[config.mk]
export PLATFORM = sky130hd
export DESIGN_NAME = beat_mux
export DESIGN_NICKNAME = d
export VERILOG_FILES = /design/src/rtl/arb_pkg.sv /design/src/rtl/beat_mux.sv
export VERILOG_INCLUDE_DIRS = /design/src /design/src/rtl
export SDC_FILE = /design/constraint.sdc
export NUM_CORES = 1
export LEC_CHECK = 0
export BUFFER_PORTS_ARGS = -buffer_cell sky130_fd_sc_hd__buf_4
export CAP_MARGIN = 10
export CORE_MARGIN = 10
export CORE_UTILIZATION = 36
export CTS_BUF_LIST = sky130_fd_sc_hd__clkbuf_2
export DETAILED_ROUTE_END_ITERATION = 10
export GPL_TIMING_DRIVEN = 0
export PLACE_DENSITY = 0.82
export SLEW_MARGIN = 30
export SYNTH_ARGS = -nofsm -noshare
export SYNTH_HDL_FRONTEND = slang
export SYNTH_SLANG_ARGS = --single-unit
[constraint.sdc]
create_clock -name clk -period 1.5 [get_ports clk]
set_clock_uncertainty 0.2 [all_clocks]
set_input_delay 0.225 -clock clk [delete_from_list [all_inputs] [get_ports clk]]
set_output_delay 0.225 -clock clk [all_outputs]
set_load 0.005 [all_outputs]
[src/rtl/arb_macros.svh]
// sizes are global to the build; the requester count must be a power of two of at least 2
`ifndef ARB_MACROS_SVH
`define ARB_MACROS_SVH

// number of requesters merged onto the single output stream
// the round-robin pointer wraps at this count, and every vector
// in the design carries one bit per requester
`define ARB_NUM_REQ 4

// payload width of one beat, without the last flag
// the output adds the last flag and the source index on top of this
`define ARB_DATA_W 16

`endif

[src/rtl/arb_pkg.sv]
// types only; widths follow arb_macros.svh and a beat carries no byte enables or error flags
`default_nettype none

`include "arb_macros.svh"

package arb_pkg;

  // one bit per requester, used for valid, grant, hold and pop
  typedef logic [`ARB_NUM_REQ-1:0] req_vec_t;

  // binary index of a requester
  typedef logic [$clog2(`ARB_NUM_REQ)-1:0] req_idx_t;

  // payload of a single beat
  typedef logic [`ARB_DATA_W-1:0] data_t;

  // a beat as presented by a requester, last marks the end of the packet
  typedef struct packed {
    data_t data;
    logic  last;
  } beat_t;

  // a beat on the merged output, tagged with the requester it came from
  typedef struct packed {
    beat_t    beat;
    req_idx_t src;
  } out_beat_t;

endpackage : arb_pkg

`default_nettype wire

[src/rtl/beat_mux.sv]
// no back-pressure on the output; every pop produces an output beat one cycle later
`timescale 1ns/1ps
`default_nettype none

`include "arb_macros.svh"

module beat_mux
  import arb_pkg::*;
(
  input  logic                         clk,
  input  logic                         rst,
  input  req_vec_t                     grant,
  input  req_vec_t                     in_valid,
  input  beat_t [`ARB_NUM_REQ-1:0]     in_beat,
  output req_vec_t                     pop,
  output logic                         out_valid,
  output out_beat_t                    out_beat
);

  // binary index of the granted requester
  req_idx_t sel_idx;

  // encode the one-hot grant into an index
  // a zero grant leaves index 0, which is harmless because pop is zero then
  always_comb begin
    sel_idx = '0;
    for (int i = 0; i < `ARB_NUM_REQ; i++) begin
      if (grant[i]) begin
        sel_idx = req_idx_t'(i);
      end
    end
  end

  // a held grant can point at a source that has dropped valid,
  // so only a valid granted source is popped
  assign pop = grant & in_valid;

  // the output is valid in the cycle right after a pop
  always_ff @(posedge clk) begin
    if (rst) begin
      out_valid <= 1'b0;
    end else begin
      out_valid <= |pop;
    end
  end

  // payload is captured every cycle and only looked at with out_valid
  always_ff @(posedge clk) begin
    out_beat.beat <= in_beat[sel_idx];
    out_beat.src  <= sel_idx;
  end

  // two pops in one cycle would take two beats for one output slot
  pop_onehot_a : assert property (
    @(posedge clk) disable iff (rst)
    $onehot0(pop)
  ) else $error("beat_mux: pop %b is not one-hot", pop);

endmodule : beat_mux

`default_nettype wire

# [Word-level counts from Yosys, hierarchy flattened]
# Index checks and enable logic that the tools add are counted.
# Widths: inputs -> output; s select.
[op_classes] addsub=0 mul=0 div=0 n_lt_le_gt_ge=1 n_eq_ne=0 shifts=0 n_mux=5 bitwise_logic=1 reduce_logical=1
[op_table] op="$bmux 17 s2" n=1
[op_table] op="$mux 17" n=1
[op_table] op="$and 4x4->4" n=1
[op_table] op="$mux 2" n=2
[op_table] op="$reduce_or 4->1" n=1
[op_table] op="$lt 2x3->1 const B" n=1
[op_table] op="$mux 1" n=1
[totals] reg_bits=20 latchBits=0 mem_bits_rw=0 rom_bits=0 input_bits=78 out_inout_bits=24 elab_cells=12 n_memories=0

# [Logic depth before layout (Yosys ltp)]
[logic_depth] word_depth=5 depth_mapped=5 ltp_nobuf=3

# [Worst setup path before layout]
# Ideal clock, no wire load.
[synth_path] kind="input-to-reg" start="input grant[3]" end="register out_valid" setup_ns=0.125 arrival_time_ns=0.874 required_time_ns=1.175 setup_slack_ns=0.301 path_stages=3 path_buffers=1 path_cell_list="buf_6 > and2_1 > o41a_1"
[synth_between] elab_chain_cells=2
[synth_rtl] item="start: declaration" line="beat_mux.sv:12" source="input req_vec_t grant,"
[synth_rtl] item="$and 4x4->4" line="beat_mux.sv:36" source="assign pop = grant & in_valid;"
[synth_rtl] item="net pop[3]" line="beat_mux.sv:15" source="output req_vec_t pop,"
[synth_rtl] item="$reduce_or 4->1" line="beat_mux.sv:43" source="out_valid <= |pop;"
[synth_rtl] item="end signal: assignment" line="beat_mux.sv:43"
[synth_rtl] item="end: declaration" line="beat_mux.sv:16" source="output logic out_valid,"
# The timed path passes the listed nets, and every way through them passes these cells.
# A chain may end at the register's enable or synchronous reset.

# [Worst setup path in the final report]
[layout_path] start="input grant[3]" end="register out_beat[2] in the netlist's numbering"
[layout_between] elab_chain_cells=3
[layout_rtl] item="$mux 2" line="beat_mux.sv:28" source="if (grant[i]) begin"
[layout_rtl] item="$bmux 17 s2" line="beat_mux.sv:49" source="out_beat.beat <= in_beat[sel_idx];"
[layout_rtl] item="$mux 17 (not written as such)" line="beat_mux.sv:49"
[layout_rtl] item="end: declaration" line="beat_mux.sv:17" source="output out_beat_t out_beat"
# No other way between the ends. The select of a mux whose other input is x is not followed.

==> reports/qor.log <==
qor: status.outcome finished clean
qor: power.leakage 0.001105 µW
qor: clock_tree.cts-resized-gates 0
qor: finish.area_growth 142.1%
qor: synthesis.syn-num-nets 186
qor: finish.utilization 0.9365
qor: clock_tree.cts.reportedPaths.clkPinSlew 220 ps
qor: routing.avgViaCountPerCell 5.611
qor: grt.grt_pass1_wl 10.55 mm
qor: floorplanning.chipHeight 72.07 µm
qor: grt.antenna_found_initial 1
qor: clock_tree.clockBufferDepth 2
qor: synthesis.asyncSetResetFlopFracSynth 0
qor: setup_path.worst_ep_arrival_time 1420 ps
qor: sta.finalSetupViolations 0
qor: setup_path.worst_path_dominant_cell_family buffers and inverters
qor: floorplanning.die_w 72.07 µm
qor: hold_path.hold_path.class in2reg
qor: placed_design.numPortBuffers 100
qor: finish.nNetsFinal 346
qor: routing.drt_wl_total 6.922 mm
qor: finish.post_route_cells_drive_above_1_share 0.4345
qor: hold_path.whs_endpoint out_beat[17]
qor: grt.number_of_global_route_vias_before_repair 1,982
qor: setup_path.timing.critical_path.cells buf_6 -> dlygate4sd3_1 -> a22oi_1 -> o21ai_0
qor: routing.drtAntennaViolNets 0
qor: routing.drtIter0Drc 165
qor: sta.final.min_clock_period 1384 ps
qor: placed_design.gp_congestion 0.7653
qor: sta.post-route-period-util 0.9227
qor: grt.gr-usage-all-layers 0.2633
qor: synthesis.synth_ff_type sky130_fd_sc_hd__dfxtp_1
qor: synthesis.synth-warning-count 0
qor: sta.worst_slew_margin_rel 0.6987
qor: power.vdd_drop_max 0.0007093 V
qor: sta.totalNegativeSetupSlack 0 ps
qor: setup_path.slowest_delay 660 ps
qor: floorplanning.design.portCount 102
qor: setup_path.critical-path-slowest-cell sky130_fd_sc_hd__dlygate4sd3_1
qor: clock_tree.cts_htree_levels 1
qor: synthesis.synthDominantAreaCellType sky130_fd_sc_hd__dfxtp_1
qor: finish.fillers 77
qor: synthesis.yosysSeqAreaShare 0.4103
qor: floorplanning.core_area 2522 µm²
qor: hold_path.hold-path-cell-count 4
qor: setup_path.cp.required 1540 ps
qor: routing.drt-wirelength-per-cell 23.23 µm
qor: sta.timing.fmax 722.5 MHz
qor: placed_design.detailedPlacementHpwl 3.697 mm
qor: finish.multi_input_comb_area 494.2 µm²
qor: floorplanning.placementRows 18
qor: setup_path.worstSetupPathType in2reg
qor: run.maxCapViolCount 0
qor: grt.grt_start_max_net_pins 13
qor: grt.grt.overflow.total 0
qor: floorplanning.die-area 5193 µm²
qor: routing.routed-via-count 1,672
qor: sta.drv_slew 0
qor: synthesis.yosys.cell_types.count 18
qor: synthesis.ys_ff_latch 20
qor: setup_path.path_buf_inv 2
qor: routing.drc 0
qor: synthesis.syn_area_per_cell 9.036 µm²
qor: synthesis.synth_edf_count 0
qor: synthesis.synthTopCellsByCount sky130_fd_sc_hd__and2_1, sky130_fd_sc_hd__dfxtp_1, sky130_fd_sc_hd__a22oi_1, sky130_fd_sc_hd__a31oi_1, sky130_fd_sc_hd__o21ai_0
qor: sta.least_margin_pin_slew 450.5 ps
qor: setup_path.critPathCaptureType register
qor: sta.hold_viol 0
qor: sta.unrepaired_setup_endpoints_after_global_routing false
qor: routing.drt-pass1-iter-count 4
qor: power.p_per_area 669.0 nW/µm²
qor: synthesis.synth_area_leaders sky130_fd_sc_hd__dfxtp_1, sky130_fd_sc_hd__a22oi_1, sky130_fd_sc_hd__and2_1
qor: clock_tree.clock_sinks 20
qor: hold_path.holdCritStartpoint in_beat[49]
qor: synthesis.yosys.area.top_type_share 0.4103
qor: synthesis.syn_inst 108
qor: finish.register_area 400.4 µm²
qor: clock_tree.clock_tree.root_cell sky130_fd_sc_hd__clkbuf_2
qor: setup_path.critical_path_peak_fanout 6
qor: setup_path.timing.critical_path.from_type input port
qor: clock_tree.cts_tree built
qor: floorplanning.floorplan.initialDensity 0.3869
qor: clock_tree.cts_made_buffers 3
qor: synthesis.mappedNetlistArea 975.9 µm²
registers in the layout, indices dropped and copies added, names as in the netlist:
signal,cells
out_beat,19
out_valid,1
per-layer routing:
layer	vias to the layer above	GRT usage	routed length [µm]
met4	0	0.1871	449
met5	-	0.03030	0
met3	35	0.1116	889
met2	141	0.4276	3210
met1	772	0.2641	2373
li1	724	-	-
placed cells by master (no fill, tap or decap):
cell / count
sky130_fd_sc_hd__and2_4: 1
sky130_fd_sc_hd__o41a_1: 1
sky130_fd_sc_hd__or2_2: 1
sky130_fd_sc_hd__bufinv_16: 1
sky130_fd_sc_hd__dlygate4sd3_1: 55
sky130_fd_sc_hd__clkbuf_2: 4
sky130_fd_sc_hd__o21ai_0: 16
sky130_fd_sc_hd__buf_6: 3
sky130_fd_sc_hd__dfxtp_1: 20
sky130_fd_sc_hd__a31oi_1: 17
sky130_fd_sc_hd__o21ai_1: 1
sky130_fd_sc_hd__inv_1: 1
sky130_fd_sc_hd__a22oi_1: 17
sky130_fd_sc_hd__nor3_4: 1
sky130_fd_sc_hd__buf_4: 103
sky130_fd_sc_hd__diode_2: 1
sky130_fd_sc_hd__a21o_1: 1
sky130_fd_sc_hd__and2_1: 20
sky130_fd_sc_hd__inv_2: 1
sky130_fd_sc_hd__clkbuf_1: 2
sky130_fd_sc_hd__buf_2: 1
repair_timing:
| action | CTS | global route |
|---|---|---|
| buffers inserted | 0 | 0 |
| hold buffers | 55 | 0 |
| hold endpoints to repair | 19 | 0 |
power by group:
group          internal, µW  switching [µW]
clock                   230             193
sequential              582            17.1
combinational           352             206
worst max-delay path by stage:
stage	startpoint	to	slack [ps]	cells past startpoint
final	grant[3]	out_beat[2]	120	4
after global routing	grant[3]	out_beat[4]	130	4
after CTS	grant[1]	pop[1]	220	4
after detailed placement	grant[2]	out_valid	100	4
after global placement	grant[2]	out_valid	150	4
after floorplan	grant[3]	out_valid	300	3
stage by stage:
stage | hold slack [ps] | setup WS, ps | area, µm² | std cells | total power, µW
6_report | 40.75 | 115.9 | 2362 | 298 | 1580
5_1_grt | 43.49 | 130.6 | 2362 | 298 | 1642
4_1_cts | 16.97 | 221.7 | 2360 | 297 | 1538
3_5_place_dp | 249.4 | 104.2 | 1764 | 238 | 1009
3_3_place_gp | 248.8 | 154.6 | 1764 | 238 | 997.4
2_1_floorplan | 156.0 | 300.7 | 975.9 | 108 | 735.2
cell families (layout without fill, tap and decap cells):
group | after synthesis | count (layout) | share of synthesized area
DFF | 20 | 20 | 0.4103
and+or+nand+nor | 23 | 23 | 0.1603
other | 0 | 1 | 0
AOI/OAI and AO/OA | 53 | 53 | 0.3461
buffers and inverters | 12 | 171 | 0.08331
cell type report:
type                            count  share of cell area
Sequential cell                    20              0.1695
Antenna cell                        1            0.001059
Tap cell                           30             0.01589
Timing Repair Buffer              155              0.5508
Clock inverter                      1             0.01271
Inverter                            2            0.003178
Clock buffer                        3            0.006356
Multi-Input combinational cell     76              0.2092
Buffer                             10             0.03125
No activity file was read; power rests on OpenSTA's default activity.
