<file path="config.mk">
export PLATFORM = sky130hd
export DESIGN_NAME = arb_grant_hold
export DESIGN_NICKNAME = d
export VERILOG_FILES = /design/src/rtl/arb_pkg.sv /design/src/rtl/arb_grant_hold.sv
export VERILOG_INCLUDE_DIRS = /design/src /design/src/rtl
export SDC_FILE = /design/constraint.sdc
export NUM_CORES = 1
export LEC_CHECK = 0
export ABC_CLOCK_PERIOD_IN_PS = 1900
export BUFFER_PORTS_ARGS = -buffer_cell sky130_fd_sc_hd__buf_2
export CAP_MARGIN = 25
export CORE_AREA = 5 5 42 44
export CTS_BUF_LIST = sky130_fd_sc_hd__clkbuf_4 sky130_fd_sc_hd__clkbuf_8
export DETAILED_ROUTE_END_ITERATION = 8
export DIE_AREA = 0 0 47 49
export GPL_TIMING_DRIVEN = 0
export PLACE_DENSITY = 0.46
export SKIP_LAST_GASP = 1
export SLEW_MARGIN = 0
export SYNTH_ARGS = -nofsm -noshare
export SYNTH_HDL_FRONTEND = slang
export SYNTH_SLANG_ARGS = --single-unit
</file>
<file path="constraint.sdc">
create_clock -name clk -period 1.9 [get_ports clk]
set_clock_uncertainty 0.2 [all_clocks]
set_input_delay 0.095 -clock clk [delete_from_list [all_inputs] [get_ports clk]]
set_output_delay 0.095 -clock clk [all_outputs]
set_load 0.005 [all_outputs]
</file>
<file path="src/rtl/arb_macros.svh">
// sizes are global to the build; the requester count must be a power of two of at least 2
`ifndef ARB_MACROS_SVH
`define ARB_MACROS_SVH

// number of requesters merged onto the single output stream
// the round-robin pointer wraps at this count, and every vector
// in the design carries one bit per requester
`define ARB_NUM_REQ 4

// payload width of one beat, without the last flag
// the output adds the last flag and the source index on top of this
`define ARB_DATA_W 16

`endif

</file>
<file path="src/rtl/arb_pkg.sv">
// types only; widths follow arb_macros.svh and a beat carries no byte enables or error flags
`default_nettype none

`include "arb_macros.svh"

package arb_pkg;

  // one bit per requester, used for valid, grant, hold and pop
  typedef logic [`ARB_NUM_REQ-1:0] req_vec_t;

  // binary index of a requester
  typedef logic [$clog2(`ARB_NUM_REQ)-1:0] req_idx_t;

  // payload of a single beat
  typedef logic [`ARB_DATA_W-1:0] data_t;

  // a beat as presented by a requester, last marks the end of the packet
  typedef struct packed {
    data_t data;
    logic  last;
  } beat_t;

  // a beat on the merged output, tagged with the requester it came from
  typedef struct packed {
    beat_t    beat;
    req_idx_t src;
  } out_beat_t;

endpackage : arb_pkg

`default_nettype wire

</file>
<file path="src/rtl/arb_grant_hold.sv">
// expects a one-hot or zero grant from the arbiter; a held grant ignores all other requests
`timescale 1ns/1ps
`default_nettype none

`include "arb_macros.svh"

module arb_grant_hold
  import arb_pkg::*;
(
  input  logic     clk,
  input  logic     rst,
  input  req_vec_t grant_hold,
  input  req_vec_t grant_from_arb,
  output logic     update_en,
  output req_vec_t grant
);

  // requester whose grant is locked for the rest of its packet
  req_vec_t hold;
  req_vec_t hold_next;

  // a granted requester that asks to hold keeps its grant next cycle
  // a hold bit on a requester that is not granted does nothing
  assign hold_next = grant & grant_hold;

  // the stored grant wins over the arbiter while any hold bit is set
  assign grant = (|hold) ? hold : grant_from_arb;

  // the arbiter only rotates its priority when nothing is held
  assign update_en = ~(|hold);

  // captured every cycle, so the hold drops one cycle after its bit falls
  always_ff @(posedge clk) begin
    if (rst) begin
      hold <= '0;
    end else begin
      hold <= hold_next;
    end
  end

  // a grant that is asked to hold must still be the grant a cycle later,
  // whatever the arbiter does with its own output meanwhile
  grant_held_a : assert property (
    @(posedge clk) disable iff (rst)
    (|(grant & grant_hold)) |=> (grant == $past(grant))
  ) else $error("arb_grant_hold: held grant changed to %b", grant);

endmodule : arb_grant_hold

`default_nettype wire

</file>
# After elaboration in Yosys (flattened, before gate mapping)
# Index checks and enable logic that the tools add are counted.
# classes
add_sub_neg,0
multipliers,0
div,0
magnitude_cmp,0
eq_ne,0
n_shift,0
mux,1
bitwise_logic,2
reduce_logical,1
# ops
operator,n
4-bit bitwise AND,1
4-bit 2-to-1 mux,1
4-bit OR reduction,1
1-bit inverter,1
# totals
ff_bits,4
latchBits,0
ram_bits,0
rom_bits,0
inputBits,10
wordCells,5
mem_count,0

# Longest topological paths before layout
# logic_depth
depth_word,3
ltp_mapped,2
mapped_depth_nobuf,2

# Least setup slack after synthesis
# Ideal clock, no wire load.
# synth_path
path_type,flip-flop to flip-flop
start,register hold[0]
end,register hold[1]
setup_ps,70
arrival_time_ps,971
required_ps,1630
setup_slack_ps,659
stages_incl_launch_ff,3
period_less_slack_ps,1241
cell_sequence,dfxtp_1 > or4b_1 > a21oi_1
# synth_between
elab_chain_cells,3
# synth_rtl
element,line_no,text
from (decl),arb_grant_hold.sv:19,req_vec_t hold;
from (signal assigned),arb_grant_hold.sv:37,hold <= hold_next;
4-bit OR reduction,arb_grant_hold.sv:27,assign grant = (|hold) ? hold : grant_from_arb;
4-bit 2-to-1 mux,arb_grant_hold.sv:27,
4-bit bitwise AND,arb_grant_hold.sv:24,assign hold_next = grant & grant_hold;
# Every way passes these cells.
# A chain may end at the register's enable or synchronous reset.

# Worst setup path after layout
# layout_path
start,register hold[1]
end,output grant[2]
# layout_between
elab_chain_cells,2
# layout_rtl
element,line_no,text
4-bit OR reduction,arb_grant_hold.sv:27,
4-bit 2-to-1 mux,arb_grant_hold.sv:27,
to (decl),arb_grant_hold.sv:15,output req_vec_t grant
# Every way passes these cells.

==> flow_results.xml <==
<?xml version="1.0" encoding="UTF-8"?>
<metrics>
  <group name="global_routing">
    <metric name="via_count_of_the_first_global_routing_pass" unit="">235</metric>
    <metric name="grt_antenna_before_repair" unit="">0</metric>
    <metric name="first_pass_grt_wire_length" unit="um">855</metric>
    <metric name="grt_use_total" unit="">0.0550</metric>
    <metric name="gr_ovfl_total" unit="">0</metric>
    <metric name="grt_start_max_net_pins" unit="">6</metric>
  </group>
  <group name="cells_and_area">
    <metric name="most_common_cell_after_layout_fill_and_taps_aside" unit="">buf_2</metric>
    <metric name="flow.area_growth_from_synthesis" unit="%">95.7</metric>
    <metric name="most-common-layout-cells" unit="">14 x buf_2, 8 x dlygate4sd3_1</metric>
    <metric name="largest_register" unit="">hold</metric>
    <metric name="registers_with_the_most_flip_flops" unit="">hold: 4 flops</metric>
    <metric name="n_antenna_cell" unit="">0</metric>
    <metric name="register_area" unit="um^2">80.1</metric>
    <metric name="postLayoutCellArea" unit="um^2">394</metric>
    <metric name="final_layout_size_suffix_gt1_frac" unit="">0.340</metric>
    <metric name="finish.net_count" unit="">62</metric>
    <metric name="multi_input_comb_area" unit="um^2">106</metric>
    <metric name="largest_reg_flops" unit="">4</metric>
    <metric name="layout.filler_cells" unit="">170</metric>
  </group>
  <group name="sta">
    <metric name="timing.final.crit_share" unit="">0.837</metric>
    <metric name="fmax" unit="GHz">0.628</metric>
    <metric name="headroom_to_the_max_slew_limit" unit="">0.853</metric>
    <metric name="grt_setup_unrepaired" unit="">no</metric>
    <metric name="post-route-min-period" unit="ps">1590</metric>
    <metric name="setup_violations" unit="">0</metric>
    <metric name="setup_total_negative_slack" unit="ps">0</metric>
    <metric name="final_report_max_slew_violation_count" unit="">0</metric>
    <metric name="report.final.hold_viol_count" unit="">0</metric>
    <metric name="worst_slew_pin_slew" unit="ps">218</metric>
  </group>
  <group name="floorplan">
    <metric name="start_util" unit="">0.144</metric>
    <metric name="die_y" unit="um">49</metric>
    <metric name="die_outline_area" unit="um^2">2300</metric>
    <metric name="core-area" unit="um^2">1400</metric>
    <metric name="dieWidth" unit="um">47</metric>
    <metric name="ios" unit="">15</metric>
    <metric name="core.rowCount" unit="">14</metric>
  </group>
  <group name="yosys">
    <metric name="syn_nets" unit="">35</metric>
    <metric name="synth.top_cells.by_area" unit="">dfxtp_1 40%, or4b_1 20%, nand2b_1 12%</metric>
    <metric name="yosys_register_bits" unit="">4</metric>
    <metric name="netlist_instances" unit="">25</metric>
    <metric name="synth_largest_area_cell" unit="">dfxtp_1</metric>
    <metric name="post_synth.cell_area_avg" unit="um^2">8.06</metric>
    <metric name="synth_sequential_area_ratio" unit="">0.398</metric>
    <metric name="synthesis.yosys.warnings" unit="">0</metric>
    <metric name="post_synth_design_cell_area" unit="um^2">201</metric>
    <metric name="synth.distinct_cells" unit="">7</metric>
    <metric name="fraction_of_post_synthesis_cell_area_in_the_top_cell_type_by_area" unit="">0.398</metric>
  </group>
  <group name="worst_setup_path">
    <metric name="endpoint_kind" unit="">output pin</metric>
    <metric name="timing.critical_path.cells" unit="">or4b_1, nand2_1, buf_2</metric>
    <metric name="timing.critical_path.from_type" unit="">register</metric>
    <metric name="timing.setup.critical_path_class" unit="">reg2out</metric>
    <metric name="critical_path.max_stage_delay" unit="ps">540</metric>
    <metric name="critPathArrivalTime" unit="ps">1300</metric>
    <metric name="cp_max_fo" unit="">5</metric>
    <metric name="slowest_stage" unit="">or4b_1</metric>
    <metric name="critPathRequiredTime" unit="ps">1600</metric>
    <metric name="critPathTopFamily" unit="">simple AND/OR/NAND/NOR gates</metric>
    <metric name="path_buf_inv" unit="">1</metric>
  </group>
  <group name="clock_network">
    <metric name="cts_max_level" unit="">1</metric>
    <metric name="cts.path.max_buffers" unit="">2</metric>
    <metric name="clock_sink_count" unit="">4</metric>
    <metric name="root_buffer" unit="">clkbuf_4</metric>
    <metric name="tritoncts_clock_tree" unit="">built</metric>
    <metric name="insertion_delay" unit="ps">230</metric>
    <metric name="clk_pin_slew" unit="ps">40</metric>
    <metric name="cts_resized" unit="">0</metric>
    <metric name="cts_buffers" unit="">3</metric>
  </group>
  <group name="power_and_ir_drop">
    <metric name="net-switching-power" unit="mW">0.0617</metric>
    <metric name="power.density_cell_area" unit="nW/um^2">658</metric>
    <metric name="power.ir.vdd_worst" unit="mV">0.174</metric>
    <metric name="power.combinational.fraction" unit="">0.230</metric>
    <metric name="power.static_leakage" unit="nW">0.188</metric>
    <metric name="seq_power_share" unit="">0.363</metric>
    <metric name="clock_power_share" unit="">0.407</metric>
    <metric name="internal_power" unit="mW">0.198</metric>
    <metric name="swShare" unit="">0.238</metric>
  </group>
  <group name="route">
    <metric name="avgRoutedWirePerCell" unit="um">8.92</metric>
    <metric name="dr.first_iter.drc_count" unit="">0</metric>
    <metric name="drtPass1Iterations" unit="">1</metric>
    <metric name="route.detailed.drc" unit="">0</metric>
    <metric name="vias_per_cell" unit="">3.79</metric>
    <metric name="route.final.wire_length" unit="um">589</metric>
    <metric name="ant_nets" unit="">0</metric>
    <metric name="route.vias.total" unit="">250</metric>
  </group>
  <group name="placement">
    <metric name="placement.cell_area" unit="um^2">292</metric>
    <metric name="portBuffers" unit="">14</metric>
    <metric name="dp_hpwl" unit="um">451</metric>
    <metric name="gp_congestion" unit="">0.655</metric>
  </group>
  <group name="worst_hold_path">
    <metric name="worst_hold_path_type" unit="">in2reg</metric>
  </group>
  <group name="outcome">
    <metric name="run_status" unit="">finished clean</metric>
  </group>
  <group name="job">
    <metric name="drv_cap" unit="">0</metric>
  </group>
</metrics>
area by class of cell:
| type | instances | share of cell area |
|---|---|---|
| multi-input combinational | 17 | 0.270 |
| inverter | 4 | 0.0381 |
| tap | 16 | 0.0508 |
| clock buffer | 3 | 0.0571 |
| sequential | 4 | 0.203 |
| timing repair buffer | 22 | 0.381 |
worst register-to-register path: cells and delay by family (launching register included):
| kind | cells | cell delay, ps |
|---|---|---|
| AOI/OAI and AO/OA | 1 | 160 |
| and+or+nand+nor | 1 | 540 |
| DFF | 1 | 330 |
worst paths after layout:
kind         slack [ps]              start  endpoint  cells after the start
min                  30  grant_from_arb[2]   hold[2]                      3
max reg2reg         600            hold[0]   hold[1]                      2
min reg2reg         310            hold[3]   hold[3]                      2
max                 310            hold[1]  grant[2]                      3
Yosys cell counts:
cell and number:
inv_1 4, dfxtp_1 4, nor4_1 1, nand2b_1 4
a21oi_1 4, nand2_1 4, or4b_1 4
cells by family after synthesis:
logic type	count (synthesis)	synth area share
compound gates	4	0.0994
buf+inv	4	0.0745
flops	4	0.398
simple gates	13	0.429
stage by stage:
| step | utilization | total power [mW] | std cells | hold slack, ps | setup slack [ps] |
|---|---|---|---|---|---|
| after floorplan | - | 0.118 | 25 | 24.2 | 659 |
| after global placement | 0.208 | 0.144 | 55 | 138 | 549 |
| after detailed placement | 0.208 | 0.144 | 55 | 138 | 549 |
| after CTS | 0.281 | 0.266 | 66 | 20.1 | 293 |
| after global routing | 0.281 | 0.278 | 66 | 29.3 | 203 |
| final | 0.281 | 0.259 | 66 | 28.3 | 309 |
routing by layer:
layer	vias to the layer above	part of all wire	track usage
met5	-	0	0
met4	0	0	0.0691
met3	0	0.098	0.0148
met2	10	0.45	0.0611
met1	104	0.45	0.0705
li1	136	-	-
repair_timing:
| action | CTS | global route |
|---|---|---|
| hold buffers | 8 | 0 |
| hold endpoints to repair | 4 | 0 |
| setup buffers | 0 | 0 |
power by group through the flow:
stage | combinational (mW) | clock, mW | sequential (mW)
2_1_floorplan | 0.0239 | 0 | 0.0939
3_3_place_gp | 0.0484 | 0 | 0.0955
3_5_place_dp | 0.0486 | 0 | 0.0955
4_1_cts | 0.0611 | 0.111 | 0.0942
5_1_grt | 0.0677 | 0.116 | 0.0950
6_report | 0.0596 | 0.106 | 0.0941
(Power assumes the default switching activity.)
